[src/verilog/wbc_settings.svh]
//--------------------------------------------------------------------------
// Writeback and commit settings
// Pipe count, sequence number width and register count
//--------------------------------------------------------------------------

`ifndef WBC_SETTINGS_SVH
`define WBC_SETTINGS_SVH

// Execute pipes feeding the writeback arbiter
`define WBC_NUM_PIPES 2

// Sequence number width, the reorder buffer holds 2**WBC_SEQ_BITS entries
`define WBC_SEQ_BITS 3

// Architectural integer registers
`define WBC_NUM_REGS 32

`endif
[src/verilog/wbc_pkg.sv]
//--------------------------------------------------------------------------
// Writeback and commit types
// Execute result, completion, commit and reorder buffer entry formats
//--------------------------------------------------------------------------

`include "wbc_settings.svh"

package wbc_pkg;

  // One finished instruction from an execute pipe
  typedef struct packed {
    logic [31:0]                     pc;
    logic [`WBC_SEQ_BITS-1:0]        seq_num;
    logic [$clog2(`WBC_NUM_REGS)-1:0] waddr;
    logic [31:0]                     wdata;
    logic                            wen;
  } x_w_msg_t;

  // Completion notice, for wakeup and bypass
  typedef struct packed {
    logic                            val;
    logic [`WBC_SEQ_BITS-1:0]        seq_num;
    logic [$clog2(`WBC_NUM_REGS)-1:0] waddr;
    logic [31:0]                     wdata;
    logic                            wen;
  } complete_msg_t;

  // In-order commit notice
  typedef struct packed {
    logic                            val;
    logic [`WBC_SEQ_BITS-1:0]        seq_num;
    logic [31:0]                     pc;
    logic [$clog2(`WBC_NUM_REGS)-1:0] waddr;
    logic [31:0]                     wdata;
    logic                            wen;
  } commit_msg_t;

  // Reorder buffer payload, index is the sequence number
  typedef struct packed {
    logic [31:0]                     pc;
    logic [$clog2(`WBC_NUM_REGS)-1:0] waddr;
    logic [31:0]                     wdata;
    logic                            wen;
  } rob_entry_t;

endpackage

[src/verilog/arch_regfile.sv]
//--------------------------------------------------------------------------
// Architectural register file
// Written on commit, two combinational read ports for decode
//--------------------------------------------------------------------------

`include "wbc_settings.svh"

module arch_regfile import wbc_pkg::*; (
  input  logic                             clk,
  input  logic                             rst,
  input  commit_msg_t                      commit_msg,
  input  logic [$clog2(`WBC_NUM_REGS)-1:0] rs1_addr,
  input  logic [$clog2(`WBC_NUM_REGS)-1:0] rs2_addr,
  output logic [31:0]                      rs1_data,
  output logic [31:0]                      rs2_data
);

  logic [31:0] regs [`WBC_NUM_REGS];

  //------------------------------------------------------------------------
  // Commit write port
  //------------------------------------------------------------------------

  always_ff @(posedge clk) begin
    if (rst) begin
      for (int r = 0; r < `WBC_NUM_REGS; r++) begin
        regs[r] <= '0;
      end
    end else if (commit_msg.val && commit_msg.wen) begin
      regs[commit_msg.waddr] <= commit_msg.wdata;
    end
  end

  //------------------------------------------------------------------------
  // Read ports
  //------------------------------------------------------------------------

  // x0 is hardwired to zero
  assign rs1_data = (rs1_addr == '0) ? 32'd0 : regs[rs1_addr];
  assign rs2_data = (rs2_addr == '0) ? 32'd0 : regs[rs2_addr];

  // Writes to x0 are dropped upstream in the writeback unit
  no_x0_commit: assert property (@(posedge clk) disable iff (rst)
    commit_msg.val && commit_msg.wen |-> commit_msg.waddr != '0);

endmodule

[config.mk]
export PLATFORM = sky130hd
export DESIGN_NAME = arch_regfile
export DESIGN_NICKNAME = d
export VERILOG_FILES = /design/src/verilog/wbc_pkg.sv /design/src/verilog/arch_regfile.sv
export VERILOG_INCLUDE_DIRS = /design/src /design/src/verilog
export SDC_FILE = /design/constraint.sdc
export NUM_CORES = 2
export LEC_CHECK = 0
export BUFFER_PORTS_ARGS = -buffer_cell sky130_fd_sc_hd__buf_4
export CAP_MARGIN = 15
export CORE_UTILIZATION = 46
export CTS_BUF_LIST = sky130_fd_sc_hd__clkbuf_4 sky130_fd_sc_hd__clkbuf_8
export CTS_CLUSTER_DIAMETER = 200
export CTS_CLUSTER_SIZE = 14
export DETAILED_ROUTE_END_ITERATION = 12
export PLACE_DENSITY = 0.67
export SYNTH_ARGS = -nofsm -noshare
export SYNTH_HDL_FRONTEND = slang
export SYNTH_SLANG_ARGS = --single-unit
[constraint.sdc]
create_clock -name clk -period 5.46 [get_ports clk]
set_input_delay 0.546 -clock clk [delete_from_list [all_inputs] [get_ports clk]]
set_output_delay 0.546 -clock clk [all_outputs]
set_load 0.03 [all_outputs]
==> results.md <==
* Iteration-0 DRC Markers at 4,385
* Length of routed met3 wiring at 19.9 mm
* Critical path class: input port to primary output
* Wire length of the first global-routing pass at 243 mm
* Comb pwr share at 15.3%
* Largest voltage drop on the vdd net at 0.000209 V
* Final Hold Violating Endpoints at 0
* Nets at 3,595
* Placer's final routability congestion estimate at 0.870
* Net Switching at 4.20 mW
* Unrepaired setup endpoints after global routing: false
* Number of buffers inserted during clock tree synthesis at 83
* Path category of the worst min-delay check: input port to flop
* Area of the die at 120,000 sq um
* Global routing usage summed across all routing layers at 28.6%
* Reported max-cap violation count at 0
* Capture endpoint of the worst hold path: regs[19][5]$_SDFFCE_PN0P_
* Routed vias at 33,700
* Clk pwr share at 25.5%
* Post-synthesis instance area at 54,500 sq um
* Wire length on met2 at 77.6 mm
* Top post-synthesis cells by area: sky130_fd_sc_hd__edfxtp_1, sky130_fd_sc_hd__mux4_2, sky130_fd_sc_hd__and2_1
* Internal portion of total power at 11.4 mW
* Avg Synthesized Cell Area at 15.4 sq um
* Highest routed metal layer: met5
* Worst EP required at 4910 ps
* Post-synthesis to final-layout area growth at 6.93%
* Initial DRT Pass Iterations at 5
* Fillers at 9,675
* Part of the Yosys area used for sequential elements at 56.4%
* Final period util at 78.0%
* Final cell count without fillers at 5,047
* Worst path buffer plus inverter count at 3
* Average routed wire per standard cell at 34.3 microns
* Crit path max-delay cell type: sky130_fd_sc_hd__nor2b_4
* Total placed instance area at 57,100 sq um
* M1 WL at 67.7 mm
* Most used flip-flop cell after synthesis: sky130_fd_sc_hd__edfxtp_1
* Final HPWL DP at 106 mm
* Via-per-instance ratio at 6.68
* Post-route ant nets at 0
* Post-synthesis net count at 3,633
* Deepest level of the CTS H-tree at 3
* WHS Path Cells at 2
* Cell type with the highest occurrence count on the critical path: sky130_fd_sc_hd__buf_4
* Pin slew with the least headroom to its limit at 1250 ps
* Library cell occupying the most area in the post-synthesis netlist: sky130_fd_sc_hd__edfxtp_1
* PnR Total Power at 15.6 mW
* Setup violators final at 0
* Fmax at 235 MHz
* Biggest fanout along the worst timing path at 25
* LEAKAGE at 19.7 nW
* Clock transition at the registers of the reported paths at 100 ps
* Outcome: finished clean
* Sw Ratio at 26.9%
* Initial core utilization at 46.7%
* Post_cts resized at 0
* Cell with the most instances after synthesis: sky130_fd_sc_hd__and2_1
* Biggest cell delay along the critical path at 770 ps
* Worst-case headroom to the max-slew limit at 16.6%
* Post-synthesis instance total at 3,547
* Number of enable flip-flop cells after synthesis at 1,024
* Aggregate routed wire length at 173 mm
* Sequential Power Share at 59.2%
* Final period demand of the worst path at 4260 ps
* Worst EP arrival at 3710 ps
* Finished Core Util at 49.9%
* Number of antenna violations at the first check in global routing at 13
* Category of the worst setup path launch point: input port
* Chip height at 346 microns
* Count of pins on the block boundary at 150
* Bufs on Longest Clock Path at 3
* Design area at 58,300 sq um
* DRC viols at 0
* Core Rows at 125
* Largest registers: regs: 1024 flops
* Pin count of the biggest net entering global routing at 98
* Critical Path Sink Type: primary output
* Final hold slack at 283 ps
* Clk Tree Root Cell: sky130_fd_sc_hd__clkbuf_8
* Post-Place Worst Slack at 1420 ps
* Worst Hold Launch: commit_msg[6]
* Vias in the first global route at 33,700
* Post-synth ARST share at 0%
* Global-route congestion overflow total at 0
* Standard cell core area at 117,000 sq um
* Post-layout worst setup margin at 1200 ps
* Hold-fix buffers, CTS at 0
* Power density of the placed cells at 268 nW/um^2
* TritonCTS clock tree: done
* Most common library cells after synthesis: sky130_fd_sc_hd__and2_1, sky130_fd_sc_hd__edfxtp_1, sky130_fd_sc_hd__mux4_2
* Register with the most flip-flops: regs
* Syn. warnings at 0
* Layout cell share with drive strength beyond 1 at 26.6%
* Number of flip-flops in the largest register at 1,024
* Count of different cell masters after synthesis at 47
* Post-CTS setup repair buffer count at 0
* Count of port buffers added during placement at 114
* Width of the die at 346 microns
* Number of pins exceeding their max-slew limit in the final report at 0
* Top cell family by delay on the critical path: simple AND/OR/NAND/NOR gates
* Synth Register Bits at 1,024
* Number of placed cells counting well taps at 4,948
* Clock sinks at 1,024
* Cells along the critical path: buf_4, nor2b_4, buf_4, a22o_1, a211oi_1, nor3_1, buf_4
* Setup TNS after final layout at 0 ps
* Area share of the largest cell type after synthesis at 56.4%
## worst max path at each step
stage,to,from,slack [ps],cells after the start
after global placement,rs2_data[15],rs2_addr[3],1390,7
after CTS,rs2_data[29],rs2_addr[3],1430,7
after global routing,rs2_data[29],rs2_addr[3],1270,7
after detailed placement,rs2_data[29],rs2_addr[3],1420,7
final,rs2_data[15],rs2_addr[3],1200,7
after floorplan,rs1_data[13],rs1_addr[0],2310,7
## power groups by stage
stage / Combinational (mW) / Clock, mW / Sequential [mW]
after global placement: 2.35 / 0 / 9.40
after CTS: 2.37 / 4.01 / 9.24
after detailed placement: 2.36 / 0 / 9.42
final: 2.39 / 3.98 / 9.26
after floorplan: 1.51 / 0 / 9.33
after global routing: 2.47 / 4.26 / 9.30
## routing by layer
metal / vias up / track usage (%)
met4: 12 / 12.2
met2: 2274 / 42.9
met1: 17500 / 40.1
met3: 363 / 6.59
met5: - / 0
li1: 13500 / -
## final cells by class
class / count / area, sq um / share of cell area [%]
diodes: 8 / 20.0 / 0.0343
clock buffers: 84 / 1160 / 1.98
well taps: 1524 / 1910 / 3.27
multi-input cells: 2136 / 22200 / 38.0
clock inverters: 7 / 62.6 / 0.107
repair buffers: 263 / 2250 / 3.87
flip-flops and latches: 1024 / 30700 / 52.7
inverters: 1 / 3.75 / 0.00644
## cells in the final DEF (no fill, tap or decap), types with 12 or more instances in the layout
cell type / n
sky130_fd_sc_hd__mux4_2: 467
sky130_fd_sc_hd__a211oi_1: 36
sky130_fd_sc_hd__buf_4: 238
sky130_fd_sc_hd__nor2_2: 16
sky130_fd_sc_hd__mux2i_1: 158
sky130_fd_sc_hd__mux2_2: 31
sky130_fd_sc_hd__o221ai_1: 26
sky130_fd_sc_hd__nand2_1: 15
sky130_fd_sc_hd__a2111oi_0: 21
sky130_fd_sc_hd__buf_12: 20
sky130_fd_sc_hd__and2_1: 1026
sky130_fd_sc_hd__a22o_1: 49
sky130_fd_sc_hd__edfxtp_1: 1024
sky130_fd_sc_hd__o22ai_1: 79
sky130_fd_sc_hd__nor3_1: 54
sky130_fd_sc_hd__or2_2: 34
sky130_fd_sc_hd__nor2_4: 17
sky130_fd_sc_hd__clkbuf_8: 84
sky130_fd_sc_hd__a22oi_1: 18
sky130_fd_sc_hd__nor2b_1: 12
## cell families after synthesis
kind of cell	after synthesis	synth area share, %
AO/OA/AOI/OAI	258	3.62
buffers and inverters	387	3.35
flip-flops	1024	56.4
multiplexers	658	22.9
AND/OR/NAND/NOR	1220	13.7
Power figures use the tool's default switching activity.
